## config.mk

```make
export PLATFORM = sky130hd
export DESIGN_NAME = system_bus
export DESIGN_NICKNAME = d
export VERILOG_FILES = /design/src/verilog/mcu_pkg.sv /design/src/verilog/obi_pkg.sv /design/src/verilog/system_bus.sv
export SDC_FILE = /design/constraint.sdc
export NUM_CORES = 1
export LEC_CHECK = 0
export ABC_AREA = 0
export BUFFER_PORTS_ARGS = -buffer_cell sky130_fd_sc_hd__clkbuf_2
export CAP_MARGIN = 20
export CORE_AREA = 2 2 202 204
export DETAILED_ROUTE_END_ITERATION = 6
export DIE_AREA = 0 0 204 206
export PLACE_DENSITY_LB_ADDON = 0.2
export SETUP_SLACK_MARGIN = 0.4
export SLEW_MARGIN = 25
export SYNTH_ARGS = -nofsm -noshare
export SYNTH_HDL_FRONTEND = slang
export SYNTH_SLANG_ARGS = --single-unit
```

## constraint.sdc

```tcl
create_clock -name clk_i -period 3.8 [get_ports clk_i]
set_input_delay 0.19 -clock clk_i [delete_from_list [all_inputs] [get_ports clk_i]]
set_output_delay 0.19 -clock clk_i [all_outputs]
set_load 0.1 [all_outputs]
```

## src/verilog/mcu_pkg.sv

```systemverilog
// ~~~~~~~~~~~~~~~~~~~~~~~~~~~~~~~~~~~~~~~~~~~~~~~~~~
// memory map, bank layout and peripheral register
// offsets of the mini MCU
// ~~~~~~~~~~~~~~~~~~~~~~~~~~~~~~~~~~~~~~~~~~~~~~~~~~

package mcu_pkg;

  // bus masters on the system bus
  localparam int NUM_MASTERS = 2;

  // ram layout, bank select is the bit above the bank offset
  localparam int NUM_BANKS = 2;
  localparam int BANK_SIZE = 1024;
  localparam int MEM_SIZE  = NUM_BANKS * BANK_SIZE;

  localparam logic [31:0] RAM_START_ADDRESS    = 32'h0000_0000;
  localparam logic [31:0] PERIPH_START_ADDRESS = 32'h2000_0000;
  localparam int          PERIPH_SIZE          = 256;

  // byte offsets inside the peripheral block
  localparam logic [7:0] GPIO_OUT_OFFSET   = 8'h00;
  localparam logic [7:0] GPIO_IN_OFFSET    = 8'h04;
  localparam logic [7:0] EXIT_VALUE_OFFSET = 8'h08;

endpackage

```

## src/verilog/obi_pkg.sv

```systemverilog
// ~~~~~~~~~~~~~~~~~~~~~~~~~~~~~~~~~~~~~~~~~~~~~~~~~~
// OBI request/response and register-interface structs,
// imported by every block that touches the bus
// ~~~~~~~~~~~~~~~~~~~~~~~~~~~~~~~~~~~~~~~~~~~~~~~~~~

package obi_pkg;

  // master to slave, held stable until gnt
  typedef struct packed {
    logic        req;
    logic        we;
    logic [3:0]  be;
    logic [31:0] addr;
    logic [31:0] wdata;
  } obi_req_t;

  // gnt in the request cycle, rvalid one cycle later
  typedef struct packed {
    logic        gnt;
    logic        rvalid;
    logic        err;
    logic [31:0] rdata;
  } obi_resp_t;

  // register access inside the peripheral block
  typedef struct packed {
    logic        valid;
    logic        write;
    logic [7:0]  addr;
    logic [31:0] wdata;
    logic [3:0]  wstrb;
  } reg_req_t;

  typedef struct packed {
    logic        error;
    logic [31:0] rdata;
  } reg_rsp_t;

endpackage

```

## src/verilog/system_bus.sv

```systemverilog
// ~~~~~~~~~~~~~~~~~~~~~~~~~~~~~~~~~~~~~~~~~~~~~~~~~~
// fixed-priority OBI crossbar from the bus masters to
// the ram banks and the peripheral block
// ~~~~~~~~~~~~~~~~~~~~~~~~~~~~~~~~~~~~~~~~~~~~~~~~~~
`timescale 1ns/1ps

module system_bus
  import obi_pkg::*;
  import mcu_pkg::*;
(
  input  logic                         clk_i,
  input  logic                         rst_i,

  input  obi_req_t  [NUM_MASTERS-1:0]  master_req_i,
  output obi_resp_t [NUM_MASTERS-1:0]  master_resp_o,

  output obi_req_t  [NUM_BANKS-1:0]    ram_req_o,
  input  obi_resp_t [NUM_BANKS-1:0]    ram_resp_i,

  output obi_req_t                     periph_req_o,
  input  obi_resp_t                    periph_resp_i
);

  typedef logic [$clog2(NUM_MASTERS)-1:0] master_idx_t;
  typedef logic [$clog2(NUM_BANKS)-1:0]   bank_idx_t;

  // who was granted and where the access went
  typedef struct packed {
    logic        valid;
    master_idx_t master;
    logic        ram;
    logic        periph;
    bank_idx_t   bank;
  } route_t;

  logic        sel_valid;
  master_idx_t sel_master;
  obi_req_t    sel_req;
  logic [31:0] ram_off;
  logic [31:0] periph_off;
  logic        hit_ram;
  logic        hit_periph;
  bank_idx_t   hit_bank;
  logic        sel_gnt;
  route_t      route_d;
  route_t      route_q;
  obi_resp_t   slave_resp;

  // lowest master index wins
  always_comb begin
    sel_valid  = 1'b0;
    sel_master = '0;
    for (int m = 0; m < NUM_MASTERS; m++) begin
      if (!sel_valid && master_req_i[m].req) begin
        sel_valid  = 1'b1;
        sel_master = master_idx_t'(m);
      end
    end
  end

  assign sel_req = master_req_i[sel_master];

  // unsigned wrap also rejects addresses below each base
  assign ram_off    = sel_req.addr - RAM_START_ADDRESS;
  assign periph_off = sel_req.addr - PERIPH_START_ADDRESS;
  assign hit_ram    = sel_valid && (ram_off < MEM_SIZE);
  assign hit_periph = sel_valid && (periph_off < PERIPH_SIZE);
  assign hit_bank   = ram_off[$clog2(BANK_SIZE) +: $clog2(NUM_BANKS)];

  // payload goes everywhere, only req is steered
  always_comb begin
    for (int b = 0; b < NUM_BANKS; b++) begin
      ram_req_o[b]     = sel_req;
      ram_req_o[b].req = hit_ram && (hit_bank == bank_idx_t'(b));
    end
    periph_req_o     = sel_req;
    periph_req_o.req = hit_periph;
  end

  // unmapped accesses are granted here and answered with err
  always_comb begin
    if (hit_ram) begin
      sel_gnt = ram_resp_i[hit_bank].gnt;
    end else if (hit_periph) begin
      sel_gnt = periph_resp_i.gnt;
    end else begin
      sel_gnt = sel_valid;
    end
  end

  always_comb begin
    route_d.valid  = sel_gnt;
    route_d.master = sel_master;
    route_d.ram    = hit_ram;
    route_d.periph = hit_periph;
    route_d.bank   = hit_bank;
  end

  always_ff @(posedge clk_i) begin
    if (rst_i) begin
      route_q <= '0;
    end else begin
      route_q <= route_d;
    end
  end

  // response of the slave granted last cycle
  always_comb begin
    if (route_q.ram) begin
      slave_resp = ram_resp_i[route_q.bank];
    end else if (route_q.periph) begin
      slave_resp = periph_resp_i;
    end else begin
      slave_resp        = '0;
      slave_resp.rvalid = 1'b1;
      slave_resp.err    = 1'b1;
    end
  end

  always_comb begin
    for (int m = 0; m < NUM_MASTERS; m++) begin
      master_resp_o[m].gnt    = sel_gnt && (sel_master == master_idx_t'(m));
      master_resp_o[m].rvalid = route_q.valid && slave_resp.rvalid &&
                                (route_q.master == master_idx_t'(m));
      master_resp_o[m].err    = slave_resp.err;
      master_resp_o[m].rdata  = slave_resp.rdata;
    end
  end

endmodule
```

==> results.md <==
* Status: completed
* Total power at roughly 2.1 mW
* Syn_area_per_cell at 6.09 µm²
* Sequential area share after synthesis at approximately 3.1%
* CP max stage delay at approximately 0.40 ns
* PwrDens at roughly 400 nW/µm²
* TritonCTS clock tree: done
* Sw power at around 1.7 mW
* FP Rows at 74
* CP required at 3.61 ns
* Die W at 204 µm
* Pin count of the biggest net entering global routing at 50
* Maxcap violations at 0
* Final Critical Period at roughly 2.5 ns
* Area of placed instances at 5260 µm²
* Starting density of the core at 8.09%
* Core area at 40,200 µm²
* Clk slew on worst S/H paths at around 0.030 ns
* # nets final at 1,118
* Final WL at 22.8 mm
* Worst Tran Pin Value at slightly above 0.9 ns
* Share of post-route cells with drive strength above 1 at roughly 66%
* Worst setup EP type: output port
* CTS Buf Count at 3
* Clock power share at 8.3%
* Top Registers: route_q: 5 flops
* Longest Clk Path Bufs at 2
* Vias per Instance at roughly 3.3
* HP Start: rst_i
* Dpl hpwl at slightly above 20 mm
* Iteration-0 DRC Markers at 150
* Seq pwr share at 3.1%
* Placer Congestion at between 0.7 and 0.8
* Min-Delay Path Class: input port to register
* FF/Latch Area at 101 µm²
* # IOs at ~530
* First-pass GRT wire length at between 20 and 30 mm
* Fmax at slightly above 0.4 GHz
* Post-DRT Antenna Nets at 0
* GRT overflow at 0
* Die ar. at approximately 42,000 µm²
* Yosys cell types at 27
* Post-CTS Setup Bufs at 0
* GR Util All Layers at 9.71%
* Vias at 4,593
* Die height at roughly 210 µm
* Number of port buffers at approximately 530
* Mean routed wirelength per cell at 16.1 µm
* Pre-antenna DRT Iters at 4
* Area of the multi-input gates at about 1700 µm²
* Syn Std Cell Area at 3250 µm²
* Maximum VDD drop at between 0.2 and 0.25 mV
* Largest register FFs at 5
* Crit share post-route at 65.4%
* End-of-flow core utilization at 13.3%
* CTS root buf: clkbuf_16
* Crit path DAT at between 2 and 2.5 ns
* Synth Net Count at slightly below 800
* CP max-delay cell: nand2b_4
* Post-synthesis cell count at 534
* FF+latch count, synth at 5
* Net Sw Frac at approximately four fifths
* Worst setup path endpoint: master_resp_o[34]
* Commonest non-fill, non-tap cells in the layout: 521 x clkbuf_2, 205 x nand2_1, 32 x mux2_2, 32 x a22o_1, 16 x nor2_1
* Comb pwr share at between 80% and 90%
* Final instance area at about 5400 µm²
* Ys Warns at 0
* Crit-path cells: clkbuf_2, nand2b_4, mux2i_1, inv_1, mux2i_1, o221a_2, nor2_1, buf_4
* Max Slew Vio Count at 0
* Slew HR at a little under two fifths
* Most common cell after layout, fill and taps aside: clkbuf_2
* Top cell by count, worst path: mux2i_1
* Setup tns final at 0 ns
* Initial antenna violation count at 11
* Cells resized by post-CTS repair at 0
* Clock sink count at 5
* # fillers at ~4,800
* RSZ-0062 raised after global routing: false
* Critical path class: input port to output port
* Final hold viol count at 0
* Crit Path Max Fanout at 27
* H-tree levels at 1
* Crit path from: master_req_i[69]
* Internal power at between 0.4 and 0.5 mW
* CP Launch Type: input port
* Vias in the first global route at around 4,200
* CTS Hold Bufs at 0
* P_leak at roughly 3.3 nW
* Final setup viols at 0
* Largest register by flop count: route_q
* Area growth syn-to-layout at 64.7%
* DRC at 0
[worst min path at each step]
stage / end / depth (start not counted)
after CTS: route_q[0]$_SDFF_PP0_ / 2
after floorplan: route_q[1]$_SDFF_PP0_ / 1
after global placement: route_q[1]$_SDFF_PP0_ / 2
after global routing: route_q[1]$_SDFF_PP0_ / 2
final: route_q[0]$_SDFF_PP0_ / 2
after detailed placement: route_q[0]$_SDFF_PP0_ / 2
[final cells by class]
| type | instances | area share [%] |
|---|---|---|
| flip-flops and latches | 5 | 1.89 |
| repair buffers | 532 | 50.9 |
| well taps | 532 | 12.4 |
| diodes | 8 | 0.374 |
| inverters | 4 | 0.280 |
| multi-input cells | 325 | 32.6 |
| clock buffers | 4 | 1.47 |
[routing by layer]
layer  vias up  share of wire [%]  GRT usage [%]
li1       2234                  -              -
met1      2009                 34           9.44
met2       322                 56           19.8
met3        22                7.3           1.80
met4         6                3.2           3.96
met5         -               0.19              0
[metrics by stage]
step                setup slack, ns  hold slack (ns)  cells
global placement               1.25            0.468   1398
detailed placement             1.19            0.474   1398
floorplan                     0.545            0.262    534
CTS                            1.18            0.238   1402
global route                   1.12            0.240   1408
finish                         1.31            0.217   1410
[critical path: cells and delay by family]
family	cells	cell delay (ns)
AND/OR/NAND/NOR	2	0.63
buffers and inverters	3	0.67
multiplexers	2	0.52
AO/OA/AOI/OAI	1	0.29
[synth_stat cells (all sizes together)]
master	number	area share, %
inv	4	0.46
a22o	32	8.6
clkbuf	21	2.4
mux2	32	11
nor4b	1	0.27
nor3b	1	0.23
nor2b	3	0.58
nor4	4	0.77
dfxtp	5	3.1
nand3	6	0.92
nand2b	3	0.65
a21oi	4	0.62
nor2	16	1.8
nor3	7	1.1
a222oi	1	0.31
a21boi	1	0.23
o221a	1	0.35
a22oi	1	0.23
nand2	205	24
nand4	2	0.38
buf	179	41
mux2i	4	1.2
o21ai	1	0.15
[power groups by stage]
stage / registers, mW / logic, mW / clock network [mW]
6_report: 0.0651 / 1.88 / 0.175
5_1_grt: 0.0661 / 1.93 / 0.184
4_1_cts: 0.0654 / 1.89 / 0.178
3_5_place_dp: 0.0663 / 1.89 / 0
3_3_place_gp: 0.0665 / 1.89 / 0
2_1_floorplan: 0.0558 / 1.68 / 0
[kinds of logic (layout without fill, tap and decap cells)]
kind of cell	after synthesis	count (layout)	share of synthesized area (%)
buffers and inverters	204	540	43.7
AND/OR/NAND/NOR	248	248	30.4
AO/OA/AOI/OAI	41	41	10.5
multiplexers	36	36	12.3
flip-flops	5	5	3.08
other	0	8	0
Power figures use the tool's default switching activity.
