File: config.mk
export PLATFORM = sky130hd
export DESIGN_NAME = peripheral_subsystem
export DESIGN_NICKNAME = d
export VERILOG_FILES = /design/src/verilog/mcu_pkg.sv /design/src/verilog/obi_pkg.sv /design/src/verilog/peripheral_subsystem.sv
export SDC_FILE = /design/constraint.sdc
export NUM_CORES = 1
export LEC_CHECK = 0
export BUFFER_PORTS_ARGS = -buffer_cell sky130_fd_sc_hd__buf_2
export CAP_MARGIN = 20
export CORE_MARGIN = 2
export CORE_UTILIZATION = 35
export CTS_BUF_LIST = sky130_fd_sc_hd__clkbuf_4 sky130_fd_sc_hd__clkbuf_8
export CTS_CLUSTER_SIZE = 14
export DETAILED_ROUTE_END_ITERATION = 8
export PLACE_DENSITY_LB_ADDON = 0.25
export SYNTH_ARGS = -nofsm -noshare
export SYNTH_HDL_FRONTEND = slang
export SYNTH_SLANG_ARGS = --single-unit
File: constraint.sdc
create_clock -name clk_i -period 1.96 [get_ports clk_i]
set_input_delay 0.196 -clock clk_i [delete_from_list [all_inputs] [get_ports clk_i]]
set_output_delay 0.196 -clock clk_i [all_outputs]
set_load 0.01 [all_outputs]
File: src/verilog/mcu_pkg.sv
// ~~~~~~~~~~~~~~~~~~~~~~~~~~~~~~~~~~~~~~~~~~~~~~~~~~
// memory map, bank layout and peripheral register
// offsets of the mini MCU
// ~~~~~~~~~~~~~~~~~~~~~~~~~~~~~~~~~~~~~~~~~~~~~~~~~~

package mcu_pkg;

  // bus masters on the system bus
  localparam int NUM_MASTERS = 2;

  // ram layout, bank select is the bit above the bank offset
  localparam int NUM_BANKS = 2;
  localparam int BANK_SIZE = 1024;
  localparam int MEM_SIZE  = NUM_BANKS * BANK_SIZE;

  localparam logic [31:0] RAM_START_ADDRESS    = 32'h0000_0000;
  localparam logic [31:0] PERIPH_START_ADDRESS = 32'h2000_0000;
  localparam int          PERIPH_SIZE          = 256;

  // byte offsets inside the peripheral block
  localparam logic [7:0] GPIO_OUT_OFFSET   = 8'h00;
  localparam logic [7:0] GPIO_IN_OFFSET    = 8'h04;
  localparam logic [7:0] EXIT_VALUE_OFFSET = 8'h08;

endpackage

File: src/verilog/obi_pkg.sv
// ~~~~~~~~~~~~~~~~~~~~~~~~~~~~~~~~~~~~~~~~~~~~~~~~~~
// OBI request/response and register-interface structs,
// imported by every block that touches the bus
// ~~~~~~~~~~~~~~~~~~~~~~~~~~~~~~~~~~~~~~~~~~~~~~~~~~

package obi_pkg;

  // master to slave, held stable until gnt
  typedef struct packed {
    logic        req;
    logic        we;
    logic [3:0]  be;
    logic [31:0] addr;
    logic [31:0] wdata;
  } obi_req_t;

  // gnt in the request cycle, rvalid one cycle later
  typedef struct packed {
    logic        gnt;
    logic        rvalid;
    logic        err;
    logic [31:0] rdata;
  } obi_resp_t;

  // register access inside the peripheral block
  typedef struct packed {
    logic        valid;
    logic        write;
    logic [7:0]  addr;
    logic [31:0] wdata;
    logic [3:0]  wstrb;
  } reg_req_t;

  typedef struct packed {
    logic        error;
    logic [31:0] rdata;
  } reg_rsp_t;

endpackage

File: src/verilog/peripheral_subsystem.sv
// ~~~~~~~~~~~~~~~~~~~~~~~~~~~~~~~~~~~~~~~~~~~~~~~~~~
// peripheral block: OBI to register bridge with the
// GPIO output, GPIO input and exit registers
// ~~~~~~~~~~~~~~~~~~~~~~~~~~~~~~~~~~~~~~~~~~~~~~~~~~
`timescale 1ns/1ps

module peripheral_subsystem
  import obi_pkg::*;
  import mcu_pkg::*;
(
  input  logic        clk_i,
  input  logic        rst_i,

  input  obi_req_t    slave_req_i,
  output obi_resp_t   slave_resp_o,

  input  logic [31:0] gpio_i,
  output logic [31:0] gpio_o,
  output logic [31:0] exit_value_o,
  output logic        exit_valid_o
);

  reg_req_t    reg_req;
  reg_rsp_t    reg_rsp;
  logic [31:0] offset;
  logic [31:0] gpio_out_q;
  logic [31:0] exit_value_q;
  logic        exit_valid_q;
  logic        rvalid_q;
  logic        err_q;
  logic [31:0] rdata_q;

  // offset inside the peripheral window
  assign offset = slave_req_i.addr - PERIPH_START_ADDRESS;

  always_comb begin
    reg_req.valid = slave_req_i.req;
    reg_req.write = slave_req_i.we;
    reg_req.addr  = offset[7:0];
    reg_req.wdata = slave_req_i.wdata;
    reg_req.wstrb = slave_req_i.be;
  end

  // read mux and offset check
  always_comb begin
    reg_rsp = '0;
    case (reg_req.addr)
      GPIO_OUT_OFFSET: begin
        if (!reg_req.write) reg_rsp.rdata = gpio_out_q;
      end
      GPIO_IN_OFFSET: begin
        // read only, writes dropped silently
        if (!reg_req.write) reg_rsp.rdata = gpio_i;
      end
      EXIT_VALUE_OFFSET: begin
        if (!reg_req.write) reg_rsp.rdata = exit_value_q;
      end
      default: reg_rsp.error = 1'b1;
    endcase
  end

  always_ff @(posedge clk_i) begin
    if (rst_i) begin
      gpio_out_q   <= '0;
      exit_value_q <= '0;
      exit_valid_q <= 1'b0;
      rvalid_q     <= 1'b0;
    end else begin
      rvalid_q     <= reg_req.valid;
      exit_valid_q <= 1'b0;
      if (reg_req.valid && reg_req.write) begin
        case (reg_req.addr)
          GPIO_OUT_OFFSET: begin
            for (int i = 0; i < 4; i++) begin
              if (reg_req.wstrb[i]) gpio_out_q[i*8 +: 8] <= reg_req.wdata[i*8 +: 8];
            end
          end
          EXIT_VALUE_OFFSET: begin
            exit_value_q <= reg_req.wdata;
            exit_valid_q <= 1'b1;
          end
          default: ;
        endcase
      end
    end
  end

  // response payload, qualified by rvalid
  always_ff @(posedge clk_i) begin
    if (reg_req.valid) begin
      rdata_q <= reg_rsp.rdata;
      err_q   <= reg_rsp.error;
    end
  end

  assign slave_resp_o = '{
    gnt:    slave_req_i.req,
    rvalid: rvalid_q,
    err:    err_q,
    rdata:  rdata_q
  };

  assign gpio_o       = gpio_out_q;
  assign exit_value_o = exit_value_q;
  assign exit_valid_o = exit_valid_q;

endmodule

==> results.py, run 1 <==
metrics = {
    "grt": {
        "grt_pass1_vias": 3717,
        "grt.total_usage_pct": 17.8,
        "grt_pass1_wl_um": 19400,
        "gr-total-overflow": 0,
        "grt_max_degree": 55,
        "antenna_found_initial": 1,
    },
    "floorplanning": {
        "start_util_pct": 35.7,
        "ioPinCount": 204,
        "die_h_um": 120,
        "die_w_um": 120,
        "core_mm2": 0.0131,
        "rows": 42,
        "die_area_mm2": 0.0143,
    },
    "synthesis": {
        "synth_compound_area_share_pct": 3.42,
        "yosysSeqAreaShare_pct": 49.3,
        "synth_top_family_by_area": "simple AND/OR/NAND/NOR gates",
        "synth_mux_area_share_pct": 20.5,
        "synthDistinctLibCells": 22,
        "synth.ff_latch_count": 99,
        "post_synth_and_or_nand_nor_area_fraction_pct": 23.3,
        "synth_xor_area_share_pct": 0,
        "synth_fp_nets": 539,
        "synthCells": 435,
        "synthAdderAreaFrac_pct": 0,
        "synth_area_mm2": 0.00469,
        "yosys_warnings": 0,
        "avgSynthCellArea_um2": 10.8,
    },
    "clocking": {
        "cts_max_level": 3,
        "clk_pin_slew_ps": 90,
        "cts_root_buf": "clkbuf_8",
        "cts_setup_buffers": 0,
        "holdBufCountCts": 0,
        "clock_latency_ps": 380,
        "cts.sinks": 99,
        "cts_resized": 0,
        "cts_made_buffers": 9,
        "cts_tree": "yes",
        "cts_max_path_buffers": 2,
    },
    "sta": {
        "setup_ws_ps": 674,
        "setup_viol": 0,
        "fin_crit_sh_pct": 65.6,
        "hold_violations": 0,
        "fmax_ghz": 0.778,
        "worst_clock_skew_ps": 9.72,
        "tightest_slew_ps": 512,
        "fin_crit_ps": 1290,
        "setup_tns_ps": 0,
        "rsz0062_at_grt": "no",
        "slew_violations": 0,
        "relSlewSlack_pct": 65.8,
    },
    "critical_path": {
        "crit_family": "simple AND/OR/NAND/NOR gates",
        "path_buf_inv": 1,
        "cpPeakStageDelay_ps": 450,
        "required_ps": 2260,
        "worst_setup_path_end_kind": "register",
        "path_class": "in -> reg",
        "critPathLaunchType": "input pin",
        "cp_max_fo": 12,
        "crit_chain": "buf_2 -> nor2_1 -> nand4_2 -> mux2i_1",
        "cp.arrival_ps": 1590,
        "crit_path_top_delay_cell": "nor2_1",
    },
    "cells_and_area": {
        "post-route-util_pct": 45.6,
        "multiInputGateArea_mm2": 0.00223,
        "mostFrequentLayoutCells": "buf_2, mux2i_1, nand2b_1",
        "layout_commonest_cell": "buf_2",
        "syn2layout_area_growth_pct": 27.9,
        "n_antenna_cell": 0,
        "fillers": 1308,
        "final_area_mm2": 0.00599,
        "final_nets": 711,
        "drive_above_1_share_pct": 40.7,
        "regArea_mm2": 0.00231,
    },
    "pwr": {
        "p_clk_share_pct": 35.8,
        "seqPwrFrac_pct": 55.4,
        "power.switching_mw": 0.885,
        "switching_share_pct": 22.7,
        "internal_power_mw": 3.01,
        "pwr-share-comb_pct": 8.8,
        "power_mw": 3.90,
        "powerDensity_mw_per_mm2": 651,
        "ir_drop_uv": 383,
        "p_leak_nw": 2.98,
    },
    "job": {
        "maxCapViolations": 0,
    },
    "hold_path": {
        "hp-class": "in -> reg",
    },
    "detailed_routing": {
        "routed_wl_um": 12400,
        "post_drt_wl_per_cell_um": 15.7,
        "antenna_left": 0,
        "firstDrtPassIters": 4,
        "vias": 3596,
        "remaining_drc_errors": 0,
        "post_drt_via_cell_ratio": 4.56,
        "initialDrtViolationCount": 114,
    },
    "placed_design": {
        "hpwlAfterDp_um": 8980,
        "place_congestion": 0.784,
        "placed_area_mm2": 0.00579,
        "io_buffers": 179,
        "place_ws_ps": 243,
    },
    "outcome": {
        "outcome": "complete, no violations",
    },
}
[state kept, by name, indices dropped and copies added, names as in the netlist]
register,cells
rvalid_q,1
rdata_q,32
err_q,1
exit_value_o,32
gpio_o,32
exit_valid_o,1
[path summary, 6_finish.rpt]
| kind | startpoint | endpoint | slack [ps] | depth (start not counted) |
|---|---|---|---|---|
| setup / recovery | slave_req_i[35] | gpio_o[4]$_SDFFE_PP0P_ | 670 | 4 |
| hold / removal | slave_req_i[21] | exit_value_o[21]$_SDFFE_PP0P_ | 90 | 3 |
| setup reg to reg | gpio_o[11]$_SDFFE_PP0P_ | rdata_q[11]$_DFFE_PP_ | 900 | 3 |
| hold reg to reg | exit_value_o[11]$_SDFFE_PP0P_ | exit_value_o[11]$_SDFFE_PP0P_ | 500 | 2 |
[stage by stage]
stage | hold WS (ps) | instances
after floorplan | 308 | 435
after global placement | 474 | 772
after detailed placement | 484 | 772
after CTS | 68.4 | 788
after global routing | 81.1 | 788
final | 92.8 | 788
[cells in the mapped netlist, drive strengths merged]
cell type | number | share of area (%)
a21oi | 32 | 3.4
buf | 14 | 2.0
clkbuf | 18 | 1.4
dfxtp | 66 | 28
edfxtp | 33 | 21
mux2i | 96 | 20
nand2 | 34 | 2.7
nand2b | 96 | 13
nand3 | 1 | 0.11
nand3b | 1 | 0.16
nand4 | 4 | 1.4
nand4b | 1 | 0.51
nor2 | 2 | 0.16
nor2b | 2 | 0.27
nor4 | 1 | 0.45
nor4b | 1 | 0.19
nor4bb | 1 | 0.21
or2 | 32 | 4.3
[final cells by class]
cell class | instances | share of cell area [%]
clock buffers | 14 | 2.90
clock inverters | 2 | 0.584
multi-input cells | 304 | 37.2
flip-flops and latches | 99 | 38.6
well taps | 176 | 3.67
repair buffers | 193 | 17.1
[power by group through the flow]
stage | Sequential (mW) | Clock [mW] | Combinational, mW
floorplan | 2.23 | 0 | 0.144
global placement | 2.21 | 0 | 0.348
detailed placement | 2.21 | 0 | 0.351
CTS | 2.16 | 1.45 | 0.352
global route | 2.16 | 1.52 | 0.377
finish | 2.16 | 1.40 | 0.344
[per-layer routing]
layer,up-vias,global-route usage (%),share of wire (%)
met5,-,0,0.13
met4,2,7.50,1.7
met3,15,4.28,5.5
met2,108,29.1,47
met1,1655,22.5,45
li1,1816,-,-
[kinds of logic (layout without fill, tap and decap cells)]
kind of cell    Yosys count  count (layout)
mux                      96              96
flops                    99              99
simple gates            176             176
compound gates           32              32
buf+inv                  32             209
[tightest hold or removal path, cell delays in order]
cell and delay [ps]:
buf_2 100, nand2b_1 70, mux2i_1 60
No activity file was read; power rests on OpenSTA's default activity.
==> inputs of run 2 (changes only) <==
==> constraint.sdc (replaced) <==
create_clock -name clk_i -period 1.29 [get_ports clk_i]
set_input_delay 0.129 -clock clk_i [delete_from_list [all_inputs] [get_ports clk_i]]
set_output_delay 0.129 -clock clk_i [all_outputs]
set_load 0.01 [all_outputs]
==> results.py, run 2 (synthesized netlist as in run 1, its figures left out) <==
metrics = {
    "outcome": {
        "outcome": "complete, no violations",
    },
    "critical_path": {
        "startpoint": "exit_value_o[15]$_SDFFE_PP0P_",
        "rr_endpoint": "rdata_q[15]$_DFFE_PP_",
        "critPathLaunchType": "register",
        "required_ps": 1510,
        "cp_max_fo": 3,
        "cp.arrival_ps": 1330,
        "r2r_cells": 3,
        "path_class": "reg -> reg",
        "reg2reg_from": "exit_value_o[15]$_SDFFE_PP0P_",
        "rrSetupSlack_ps": 190,
        "worst_setup_path_end_kind": "register",
    },
    "cells_and_area": {
        "layout_commonest_cell": "buf_2",
        "fillers": 1288,
        "mostFrequentLayoutCells": "buf_2, mux2i_1, nand2b_1",
        "syn2layout_area_growth_pct": 31.3,
        "final_cell_count_no_fill": 796,
        "n_antenna_cell": 0,
        "post-route-util_pct": 46.9,
        "drive_above_1_share_pct": 41.5,
        "final_nets": 719,
    },
    "floorplanning": {
        "die_area_mm2": 0.0143,
        "die_w_um": 120,
        "die_h_um": 120,
        "core_mm2": 0.0131,
        "rows": 42,
        "ioPinCount": 204,
        "start_util_pct": 35.7,
    },
    "pwr": {
        "p_leak_nw": 3.05,
        "ir_drop_uv": 446,
        "powerDensity_mw_per_mm2": 954,
        "power.switching_mw": 1.37,
        "pwr-share-comb_pct": 9.5,
        "p_clk_share_pct": 34.7,
        "switching_share_pct": 23.3,
        "seqPwrFrac_pct": 55.8,
        "internal_power_mw": 4.50,
    },
    "clocking": {
        "cts_root_buf": "clkbuf_8",
        "cts_max_level": 3,
        "cts_resized": 0,
        "holdBufCountCts": 0,
        "cts.sinks": 99,
        "clk_pin_slew_ps": 90,
        "clock_latency_ps": 380,
        "cts_max_path_buffers": 2,
        "cts_setup_buffers": 0,
        "cts_tree": "yes",
        "cts_made_buffers": 9,
    },
    "detailed_routing": {
        "firstDrtPassIters": 4,
        "remaining_drc_errors": 0,
        "post_drt_via_cell_ratio": 4.66,
        "routed_wl_um": 12400,
        "initialDrtViolationCount": 132,
        "antenna_left": 0,
        "post_drt_wl_per_cell_um": 15.6,
        "vias": 3709,
    },
    "hold_path": {
        "hold_depth": 3,
        "hp-class": "in -> reg",
        "hp-start": "slave_req_i[21]",
        "whs_endpoint": "exit_value_o[21]$_SDFFE_PP0P_",
    },
    "sta": {
        "relSlewSlack_pct": 67.6,
        "setup_ws_ps": 186,
        "setup_viol": 0,
        "rsz0062_at_grt": "no",
        "worst_clock_skew_ps": 4.81,
        "hold_violations": 0,
        "slew_violations": 0,
        "fmax_ghz": 0.906,
        "timing.hold.ws_ps": 25.8,
        "tightest_slew_ps": 485,
        "fin_crit_ps": 1100,
        "fin_crit_sh_pct": 85.6,
    },
    "placed_design": {
        "hpwlAfterDp_um": 9130,
        "place_congestion": 0.768,
        "dpl.cell_count": 780,
        "place_ws_ps": -127,
        "io_buffers": 179,
    },
    "grt": {
        "grt_pass1_vias": 3737,
        "grt_pass1_wl_um": 19200,
        "grt_max_degree": 99,
        "grt.total_usage_pct": 17.4,
        "antenna_found_initial": 0,
        "gr-total-overflow": 0,
    },
    "job": {
        "maxCapViolations": 0,
    },
}
## run 2: worst max-delay path, stage by stage (launching register included)
cell,delay (ps)
dfxtp_1,360
mux2i_1,130
or2_2,300
a21oi_1,150
## run 2: layout make-up
| class | instances | area, um^2 | area share (%) |
|---|---|---|---|
| clock buffers | 11 | 145 | 2.36 |
| clock inverters | 5 | 52.6 | 0.854 |
| multi-input cells | 304 | 2230 | 36.2 |
| flip-flops and latches | 99 | 2310 | 37.6 |
| well taps | 176 | 220 | 3.58 |
| repair buffers | 201 | 1200 | 19.5 |
## run 2: worst max-delay path by stage
stage,slack (ps),to
3_5_place_dp,-130,exit_value_o[18]$_SDFFE_PP0P_
4_1_cts,190,rdata_q[15]$_DFFE_PP_
2_1_floorplan,-150,gpio_o[0]$_SDFFE_PP0P_
5_1_grt,170,rdata_q[15]$_DFFE_PP_
3_3_place_gp,-80,exit_value_o[12]$_SDFFE_PP0P_
6_report,190,rdata_q[15]$_DFFE_PP_
## run 2: metrics by stage
| stage | setup TNS, ps | power, mW | instance area [um^2] |
|---|---|---|---|
| final | 0 | 5.87 | 6160 |
| after global routing | 0 | 6.10 | 6160 |
| after CTS | 0 | 5.95 | 6160 |
| after detailed placement | -5970 | 3.92 | 5960 |
| after global placement | -4380 | 3.91 | 5960 |
| after floorplan | -9230 | 3.61 | 4690 |
## run 2: power by group through the flow
| stage | Clock, mW | Combinational, mW | Sequential [mW] |
|---|---|---|---|
| final | 2.04 | 0.557 | 3.28 |
| after global routing | 2.21 | 0.605 | 3.29 |
| after CTS | 2.11 | 0.568 | 3.28 |
| after detailed placement | 0 | 0.567 | 3.35 |
| after global placement | 0 | 0.557 | 3.35 |
| after floorplan | 0 | 0.219 | 3.39 |
## run 2: layer usage
metal / GRT usage, % / wire (um)
met5: 0 / 0
met4: 6.62 / 193
met3: 3.52 / 687
met2: 30.3 / 6180
met1: 21.2 / 5340
